`config.mk`:
```
export PLATFORM = sky130hd
export DESIGN_NAME = pwm_top
export DESIGN_NICKNAME = d
export VERILOG_FILES = /design/src/source/apb_pkg.sv /design/src/source/pwm_pkg.sv /design/src/source/apb_reg_bank.sv /design/src/source/pwm_channel.sv /design/src/source/pwm_top.sv /design/src/source/pwm_wave_gen.sv
export VERILOG_INCLUDE_DIRS = /design/src /design/src/source
export SDC_FILE = /design/constraint.sdc
export NUM_CORES = 2
export LEC_CHECK = 0
export ABC_AREA = 0
export BUFFER_PORTS_ARGS = -buffer_cell sky130_fd_sc_hd__buf_2
export CAP_MARGIN = 20
export CORE_ASPECT_RATIO = 1.2
export CORE_MARGIN = 8
export CORE_UTILIZATION = 35
export DETAILED_ROUTE_END_ITERATION = 6
export HOLD_SLACK_MARGIN = 0.08
export PLACE_DENSITY = 0.51
export SYNTH_ARGS = -nofsm -noshare
export SYNTH_HDL_FRONTEND = slang
export SYNTH_SLANG_ARGS = --single-unit
```
`constraint.sdc`:
```
create_clock -name pclk -period 7.15 [get_ports pclk]
set_clock_uncertainty 0.05 [all_clocks]
set_input_delay 0.715 -clock pclk [delete_from_list [all_inputs] [get_ports pclk]]
set_output_delay 0.715 -clock pclk [all_outputs]
set_load 0.05 [all_outputs]
```
`src/source/pwm_defs.svh`:
```
// pwm block base address, register offsets, channel count, counter width and reset values
`ifndef PWM_DEFS_SVH
`define PWM_DEFS_SVH

// --------------------
// register map
// --------------------
`define PWM_BASE_ADDR   32'h1A10_2000

// channel 0, each later channel 8 bytes on
`define PWM_PERIOD_OFS  32'h0000_0000
`define PWM_PULSE_OFS   32'h0000_0004

`define PWM_CFG_OFS     32'h0000_0040   // polarity, one bit per channel
`define PWM_CTRL_OFS    32'h0000_0044   // run, one bit per channel

// --------------------
// sizes
// --------------------
`define PWM_CHANNELS    8
`define PWM_CNT_W       32

// --------------------
// reset values
// --------------------
`define PWM_PERIOD_RST  32'hFFFF_FFFF
`define PWM_PULSE_RST   32'h0000_FFFF

`endif

```
`src/source/apb_pkg.sv`:
```
// apb request and response struct types
`default_nettype none

package apb_pkg;

    // master side of the bus
    typedef struct packed {
        logic [31:0] paddr;
        logic [31:0] pwdata;
        logic        pwrite;
        logic        psel;
        logic        penable;
    } apb_req_t;

    // slave side
    typedef struct packed {
        logic [31:0] prdata;
        logic        pready;
        logic        pslverr;
    } apb_rsp_t;

endpackage

`default_nettype wire

```
`src/source/pwm_pkg.sv`:
```
// pwm counter type and per-channel setting struct
`default_nettype none
`include "pwm_defs.svh"

package pwm_pkg;

    // one counter value, also used for period and pulse
    typedef logic [`PWM_CNT_W-1:0] pwm_cnt_t;

    // --------------------
    // channel setting
    // --------------------
    typedef struct packed {
        pwm_cnt_t period;   // cycles per period
        pwm_cnt_t pulse;    // high cycles per period
    } pwm_setting_t;

endpackage

`default_nettype wire

```
`src/source/apb_reg_bank.sv`:
```
// apb address decode, period, pulse, config and control registers, read mux
`timescale 1ns/1ps
`default_nettype none
`include "pwm_defs.svh"

module apb_reg_bank
    import apb_pkg::*;
    import pwm_pkg::*;
(
    input  logic                             pclk,
    input  logic                             prst_n,
    input  apb_req_t                         apb_req,
    output apb_rsp_t                         apb_rsp,
    output pwm_setting_t [`PWM_CHANNELS-1:0] setting,
    output logic [`PWM_CHANNELS-1:0]         run,
    output logic [`PWM_CHANNELS-1:0]         invert,
    input  logic [`PWM_CHANNELS-1:0]         chan_en,
    input  logic [`PWM_CHANNELS-1:0]         chan_finish
);

    logic                     wr_en;
    logic                     rd_en;
    logic [`PWM_CHANNELS-1:0] period_hit;
    logic [`PWM_CHANNELS-1:0] pulse_hit;
    logic                     cfg_hit;
    logic                     ctrl_hit;
    logic [31:0]              rdata;

    assign wr_en = apb_req.psel & apb_req.penable & apb_req.pwrite;
    assign rd_en = apb_req.psel & apb_req.penable & ~apb_req.pwrite;

    // --------------------
    // address decode
    // --------------------
    always_comb
    begin
        for (int i = 0; i < `PWM_CHANNELS; i++)
        begin
            period_hit[i] = (apb_req.paddr == (`PWM_BASE_ADDR + `PWM_PERIOD_OFS + 32'(i * 8)));
            pulse_hit[i]  = (apb_req.paddr == (`PWM_BASE_ADDR + `PWM_PULSE_OFS + 32'(i * 8)));
        end
    end

    assign cfg_hit  = (apb_req.paddr == (`PWM_BASE_ADDR + `PWM_CFG_OFS));
    assign ctrl_hit = (apb_req.paddr == (`PWM_BASE_ADDR + `PWM_CTRL_OFS));

    // --------------------
    // registers
    // --------------------
    always_ff @(posedge pclk or negedge prst_n)
    begin
        if (!prst_n)
        begin
            for (int i = 0; i < `PWM_CHANNELS; i++)
            begin
                setting[i].period <= `PWM_PERIOD_RST;
                setting[i].pulse  <= `PWM_PULSE_RST;
            end
        end
        else if (wr_en)
        begin
            for (int i = 0; i < `PWM_CHANNELS; i++)
            begin
                if (period_hit[i])
                    setting[i].period <= apb_req.pwdata;
                if (pulse_hit[i])
                    setting[i].pulse <= apb_req.pwdata;
            end
        end
    end

    // run bits, rising edge starts a channel
    always_ff @(posedge pclk or negedge prst_n)
    begin
        if (!prst_n)
            run <= '0;
        else if (wr_en && ctrl_hit)
            run <= apb_req.pwdata[`PWM_CHANNELS-1:0];
    end

    // polarity, locked while the channel runs
    always_ff @(posedge pclk or negedge prst_n)
    begin
        if (!prst_n)
            invert <= '0;
        else
        begin
            for (int i = 0; i < `PWM_CHANNELS; i++)
            begin
                if (chan_finish[i])
                    invert[i] <= 1'b0;     // self clear on finish
                else if (wr_en && cfg_hit && !chan_en[i])
                    invert[i] <= apb_req.pwdata[i];
            end
        end
    end

    // --------------------
    // read mux
    // --------------------
    always_comb
    begin
        rdata = '0;
        for (int i = 0; i < `PWM_CHANNELS; i++)
        begin
            if (period_hit[i])
                rdata = setting[i].period;
            if (pulse_hit[i])
                rdata = setting[i].pulse;
        end
        if (cfg_hit)
            rdata = {{(32 - `PWM_CHANNELS){1'b0}}, invert};
        if (ctrl_hit)
            rdata = {{(32 - `PWM_CHANNELS){1'b0}}, run};
    end

    // no wait states, no errors
    assign apb_rsp = '{
        prdata:  rd_en ? rdata : 32'h0,
        pready:  1'b1,
        pslverr: 1'b0
    };

endmodule

`default_nettype wire

```
`src/source/pwm_channel.sv`:
```
// one pwm channel: start and finish detect, shadow setting, enable, polarity output
`timescale 1ns/1ps
`default_nettype none

module pwm_channel
    import pwm_pkg::*;
(
    input  logic         pclk,
    input  logic         prst_n,
    input  pwm_setting_t setting,
    input  logic         run,
    input  logic         invert,
    output logic         chan_en,
    output logic         chan_finish,
    output logic         pwm_out
);

    logic         run_d;
    logic         en_d;
    logic         start;
    logic         wrap;
    logic         pulse_end;
    logic         raw_level;
    pwm_setting_t shadow;

    // --------------------
    // edge detect
    // --------------------
    always_ff @(posedge pclk or negedge prst_n)
    begin
        if (!prst_n)
        begin
            run_d <= 1'b0;
            en_d  <= 1'b0;
        end
        else
        begin
            run_d <= run;
            en_d  <= chan_en;
        end
    end

    assign start       = run & ~run_d;
    assign chan_finish = en_d & ~chan_en;    // one cycle after enable falls

    // reload at start and on every wrap
    always_ff @(posedge pclk)
    begin
        if (start || wrap)
            shadow <= setting;
    end

    // stop only at the end of the current pulse
    always_ff @(posedge pclk or negedge prst_n)
    begin
        if (!prst_n)
            chan_en <= 1'b0;
        else if (start)
            chan_en <= 1'b1;
        else if (!run && pulse_end)
            chan_en <= 1'b0;
    end

    pwm_wave_gen u_wave_gen (
        .pclk      (pclk),
        .prst_n    (prst_n),
        .enable    (chan_en),
        .shadow    (shadow),
        .wrap      (wrap),
        .pulse_end (pulse_end),
        .raw_level (raw_level)
    );

    // low whenever idle
    assign pwm_out = chan_en ? (raw_level ^ invert) : 1'b0;

endmodule

`default_nettype wire

```
`src/source/pwm_top.sv`:
```
// pwm top level: apb register bank and the channel array
`timescale 1ns/1ps
`default_nettype none
`include "pwm_defs.svh"

module pwm_top
    import apb_pkg::*;
    import pwm_pkg::*;
(
    input  logic                     pclk,
    input  logic                     prst_n,
    input  apb_req_t                 apb_req,
    output apb_rsp_t                 apb_rsp,
    output logic [`PWM_CHANNELS-1:0] pwm_out
);

    pwm_setting_t [`PWM_CHANNELS-1:0] setting;
    logic [`PWM_CHANNELS-1:0]         run;
    logic [`PWM_CHANNELS-1:0]         invert;
    logic [`PWM_CHANNELS-1:0]         chan_en;
    logic [`PWM_CHANNELS-1:0]         chan_finish;

    apb_reg_bank u_reg_bank (
        .pclk        (pclk),
        .prst_n      (prst_n),
        .apb_req     (apb_req),
        .apb_rsp     (apb_rsp),
        .setting     (setting),
        .run         (run),
        .invert      (invert),
        .chan_en     (chan_en),
        .chan_finish (chan_finish)
    );

    // --------------------
    // channels
    // --------------------
    for (genvar i = 0; i < `PWM_CHANNELS; i++)
    begin : g_chan
        pwm_channel u_chan (
            .pclk        (pclk),
            .prst_n      (prst_n),
            .setting     (setting[i]),
            .run         (run[i]),
            .invert      (invert[i]),
            .chan_en     (chan_en[i]),
            .chan_finish (chan_finish[i]),
            .pwm_out     (pwm_out[i])
        );
    end

endmodule

`default_nettype wire

```
`src/source/pwm_wave_gen.sv`:
```
// period counter with wrap and pulse-end flags, raw waveform register
`timescale 1ns/1ps
`default_nettype none
`include "pwm_defs.svh"

module pwm_wave_gen
    import pwm_pkg::*;
(
    input  logic         pclk,
    input  logic         prst_n,
    input  logic         enable,
    input  pwm_setting_t shadow,
    output logic         wrap,
    output logic         pulse_end,
    output logic         raw_level
);

    pwm_cnt_t cnt;
    pwm_cnt_t last_cnt;
    pwm_cnt_t pulse_cnt;

    assign last_cnt  = shadow.period - `PWM_CNT_W'(1);   // period - 1
    assign pulse_cnt = shadow.pulse - `PWM_CNT_W'(1);

    assign wrap      = enable && (cnt == last_cnt);
    assign pulse_end = enable && (cnt == pulse_cnt);

    // --------------------
    // counter
    // --------------------
    always_ff @(posedge pclk or negedge prst_n)
    begin
        if (!prst_n)
            cnt <= '0;
        else if (!enable)
            cnt <= '0;                  // hold at zero when idle
        else if (wrap)
            cnt <= '0;
        else
            cnt <= cnt + `PWM_CNT_W'(1);
    end

    // high from wrap until pulse end
    always_ff @(posedge pclk or negedge prst_n)
    begin
        if (!prst_n)
            raw_level <= 1'b0;
        else if (!enable)
            raw_level <= 1'b0;
        else if (wrap)
            raw_level <= 1'b1;
        else if (pulse_end)
            raw_level <= 1'b0;
    end

endmodule

`default_nettype wire

```
; Word level (Yosys, flattened, before mapping)
; Index checks and enable logic that the tools add are counted.
[totals]
register_bits = 1328
inputBits = 69
output_inout_bits = 42
wordCells = 380
[classes]
addsub = 24
eq_ne = 42
n_mux = 99
n_bitwise = 44
reduce_logical = 90
[op_table]
columns = operator, count
row1 = $mux W32, 35
row2 = $eq A32 B29 Y1 const B, 18
row3 = $eq A32 B32 Y1, 16
row4 = $sub A32 B1 Y32 const B, 16
row5 = $add A32 B1 Y32 const B, 8
row6 = $mux W1, 64
row7 = $logic_and A1 B1 Y1, 34
row8 = $reduce_and A2 Y1, 16
row9 = $reduce_bool A2 Y1, 16
row10 = $ne A3 B3 Y1 const B, 8
row11 = $and A1 B1 Y1, 19
row12 = $not A1 Y1, 17
row13 = $logic_not A1 Y1, 16
row14 = $logic_or A1 B1 Y1, 8
row15 = $xor A1 B1 Y1, 8

; Logic depth before layout (Yosys ltp)
[logic_depth]
depth_word = 20
mapped_depth = 12
ltp_nobuf = 10

; Modules after synthesis
; Synthesis repeated with hierarchy kept, for this count alone.
[unflattened]
hier_cells = 6612
area_unflattened_um2 = 72751.0
[by_module_without_submodules]
columns = module, n_inst, cells_each, area_per_inst_um2, seq_area_each_um2
row1 = apb_reg_bank, 1, 1978, 25391.9, 13693.1
row2 = pwm_wave_gen (g_chan[3].u_chan.u_wave_gen ...), 5, 511, 3923.8, 825.8
row3 = pwm_channel, 8, 75, 2052.0, 1996.9
row4 = pwm_wave_gen (g_chan[0].u_chan.u_wave_gen ...), 3, 493, 3774.9, 825.8

; Worst setup path before layout
; OpenSTA, ideal clock, no wires.
[synth_path]
kind = flip-flop to flip-flop
startpoint = register, netlist name g_chan[4].u_chan.shadow[34]
endpoint = register, netlist name g_chan[4].u_chan.shadow[0]
setup_time_ns = 0.574
arrival_time_ns = 5.188
slack_ns = 1.338
stages_incl_launch_ff = 10
path_buffers = 1
path_cell_list = edfxtp_1 or4_1 clkbuf_1 or4_1 or4b_1 o211ai_1 o21ai_0 nand4b_1 or4_1 o21ai_0
[synth_via]
elab_chain_cells = 4
[synth_lines]
columns = element, line_no
row1 = $sub A32 B1 Y32, pwm_wave_gen.sv:22  ; assign last_cnt = shadow.period - `PWM_CNT_W'(1);
row2 = $eq A32 B32 Y1, pwm_wave_gen.sv:25  ; assign wrap = enable && (cnt == last_cnt);
row3 = $logic_and A1 B1 Y1, pwm_wave_gen.sv:25
row4 = $logic_or A1 B1 Y1, pwm_channel.sv:49  ; if (start || wrap)
; No other way between the ends.
; A chain may end at the register's enable or synchronous reset.

==> impl_metrics.yaml <==
pwr:
  power.internal_uw: 13200
  seqPwrFrac_pct: 45.9
  p_leak_uw: 0.0301
  pwr-share-comb_pct: 10.1
  p_per_area_mw_per_mm2: 222
  vdd_drop_max_mv: 0.376
  p_sw_uw: 4870
  pwr-share-clk_pct: 44.0
  swShare_pct: 27.0
clocking:
  clkTransAtPathRegs_ns: 0.06
  clock_latency_ns: 0.84
  cts_buffers: 149
  cts-root-buf: "clkbuf_16"
  cts_setup_buffers: 0
  h-tree-depth: 4
  cts_tree: "built"
  clock-sinks: 1328
  clk_path_buf_depth: 3
  ctsResizeCount: 0
global_routing:
  grt_max_degree: 166
  track_usage_pct: 25.8
  grt_pass1_wl_mm: 417
  antenna_found_initial: 45
  grt_overflow_total: 0
  grt_pass1_vias: 54100
finish:
  final_cell_count_no_fill: 9590
  layout-drive-gt1-share_pct: 22.7
  fin_nets: 6759
  syn_to_final_growth_pct: 11.9
placement:
  place_inst: 9288
  gp_congestion: 0.979
  numPortBuffers: 108
  dp_hpwl_mm: 224
routing:
  antenna_left: 0
  num_vias: 56200
  wl_mm: 295
  drcViolationCount: 8
  viasPerCell: 5.86
  wire_per_inst_um: 30.8
  dr.pass1.iters: 7
  drt_iter0_drc: 5472
sta:
  fin_crit_ns: 6.26
  setup_viol: 0
  max_freq_mhz: 160
  rsz0062_at_grt: "false"
  setup_tns_ns: 0
  fin_crit_sh_pct: 87.6
  hold_violations: 0
  slew_viol_final: 0
  tightest_slew_ns: 1.21
  timing.hold.ws_ns: 0.325
  relSlewSlack_pct: 19.3
outcome:
  failed_checks: "design-rule violations"
  status: "finished, violations left"
die:
  rows: 183
  core-area_mm2: 0.207
  die_w_um: 432
  pin_count: 111
  start_util_pct: 35.1
  die_y_um: 515
  dieArea_mm2: 0.222
yosys:
  synth.largest_area_cell: "edfxtp_1"
  synth_cells: 6681
  synth_flop_cell: "edfxtp_1"
  synth_edf_count: 512
  ys_seq_area_share_pct: 50.0
  synth_area_mm2: 0.0725
  async_reset_ff_share_pct: 61.4
  synth_nets: 6774
  yosysWarnings: 0
  avgSynthCellArea_um2: 10.9
  synth_seq_cells: 1328
  netlist-cell-type-count: 101
  yosysTopAreaCellShare_pct: 21.2
  synth_area_leaders: "edfxtp_1, dfrtp_1, dfstp_2"
critical_path:
  worstPathArrival_ns: 5.50
  crit_path_end_kind: "output pin"
  worstSetupPathType: "input pin to output pin"
  cp_max_fo: 8
  worst-endpoint-required_ns: 6.38
  startpoint: "apb_req[47]"
  reg2reg_from: "g_chan[5].u_chan.shadow[41]"
  crit_path_start_kind: "input pin"
job:
  drv_cap: 0
min_path:
  hold_path_class: "flip-flop to flip-flop"
  min-delay-start: "u_reg_bank.run[3]"
-- cells in the final DEF, fill, tap and decap left out, types with 34 or more instances in the layout --
master | netlist | layout
o22ai_1 | 47 | 47
dfstp_2 | 384 | 384
mux2i_1 | 66 | 66
nor4b_1 | 38 | 36
nor3b_1 | 36 | 36
clkbuf_1 | 306 | 39
edfxtp_1 | 512 | 512
xor2_1 | 338 | 338
inv_1 | 109 | 109
nand3b_1 | 37 | 37
nand4b_1 | 34 | 34
a211oi_1 | 38 | 38
buf_4 | 13 | 100
o211ai_1 | 40 | 40
buf_2 | 25 | 107
clkbuf_16 | 0 | 155
or4_1 | 95 | 95
and3_1 | 89 | 89
dfrtp_1 | 432 | 432
nand2b_1 | 55 | 53
or3_1 | 71 | 71
nand2_1 | 379 | 379
mux2_2 | 542 | 542
nor3_1 | 241 | 227
xnor2_1 | 486 | 486
nor2_1 | 592 | 588
nand4_1 | 135 | 135
o21ai_0 | 141 | 139
and4_1 | 34 | 34
a22oi_1 | 75 | 75
a21oi_1 | 137 | 137
nand3_1 | 251 | 247
a221oi_1 | 42 | 42
nor4_1 | 163 | 158
nor2b_1 | 66 | 66
a31oi_1 | 55 | 55
-- worst paths after layout --
path                       slack [ns]                                  end  cells past startpoint
setup / recovery                 0.89                          apb_rsp[13]                     12
hold / removal                   0.33               g_chan[3].u_chan.run_d                      0
setup reg to reg                 1.97           g_chan[5].u_chan.shadow[9]                      9
hold reg to reg                  0.33               g_chan[3].u_chan.run_d                      0
max in group asynchronous        5.10  g_chan[2].u_chan.u_wave_gen.cnt[12]                      3
min in group asynchronous        0.50  g_chan[5].u_chan.u_wave_gen.cnt[10]                      2
-- metrics by stage --
| stage | util (%) | area, um^2 | total power (uW) | setup slack (ns) |
|---|---|---|---|---|
| final | 39.3 | 81200 | 18000 | 0.886 |
| after global routing | 39.3 | 81200 | 18700 | 1.02 |
| after CTS | 39.3 | 81100 | 18200 | 1.28 |
| after detailed placement | 36.9 | 76100 | 10300 | 1.29 |
| after global placement | 36.9 | 76100 | 10200 | 1.33 |
| after floorplan | - | 72500 | 9250 | 1.34 |
-- state kept, by name, summed over array words and instances, names as in the netlist --
signal	cells
g_chan.u_chan.en_d	8
u_reg_bank.setting	512
g_chan.u_chan.u_wave_gen.cnt	256
g_chan.u_chan.u_wave_gen.raw_level	8
g_chan.u_chan.chan_en	8
u_reg_bank.run	8
g_chan.u_chan.run_d	8
g_chan.u_chan.shadow	512
u_reg_bank.invert	8
-- cell families after synthesis --
group | share of synthesized area (%)
AOI/OAI and AO/OA | 8.88
muxes | 9.57
other | 0.0104
xor gates and xnor gates | 9.95
DFF | 50.0
and+or+nand+nor | 18.5
adders and majority gates | 0.414
buffers and inverters | 2.70
-- power groups by stage --
| stage | combinational [uW] | clock [uW] | sequential (uW) |
|---|---|---|---|
| after floorplan | 954 | 0 | 8300 |
| after global placement | 1800 | 0 | 8430 |
| after detailed placement | 1820 | 0 | 8430 |
| after CTS | 1830 | 8120 | 8290 |
| after global routing | 1980 | 8400 | 8290 |
| final | 1810 | 7940 | 8290 |
-- synthesized netlist by cell type (95+ instances only) --
cell type and count:
inv_1 109, edfxtp_1 512, mux2_2 542, xnor2_1 486, nand2_1 379, nand3_1 251
a21oi_1 137, dfstp_2 384, nand4_1 135, nor3_1 241, clkbuf_1 306, nor4_1 163
or4_1 95, xor2_1 338, dfrtp_1 432, o21ai_0 141, nor2_1 592
-- critical path: stages --
cell and delay, ns:
buf_2 0.11, nor4b_2 1.01, and3_1 0.58, nand4_1 0.65, nor3_1 0.33, buf_4 0.20, a221oi_1 0.06, a211oi_1 0.76
nor2_1 0.24, nor4_1 0.35, buf_4 0.20, buf_2 0.27
-- what timing repair did --
action                                  in CTS  in global routing
hold endpoints to repair                    52                  0
hold buffers                                 1                  0
endpoints found under the setup margin       0                  0
-- area by class of cell --
cell class,instances,area [um^2]
multi-input combinational,4862,34500
sequential,1328,36300
antenna,20,50.0
tap,2775,3470
clock buffer,205,4180
fill,20100,125000
inverter,109,409
clock inverter,75,825
timing repair buffer,216,1460
-- per-layer routing --
| layer | part of all wire, % | GRT usage (%) |
|---|---|---|
| met1 | 40 | 31.9 |
| met5 | 0.029 | 0 |
| met4 | 5.1 | 11.1 |
| met3 | 5.5 | 4.15 |
| met2 | 49 | 44.5 |
Note: power is estimated with default switching activity, not from simulation.
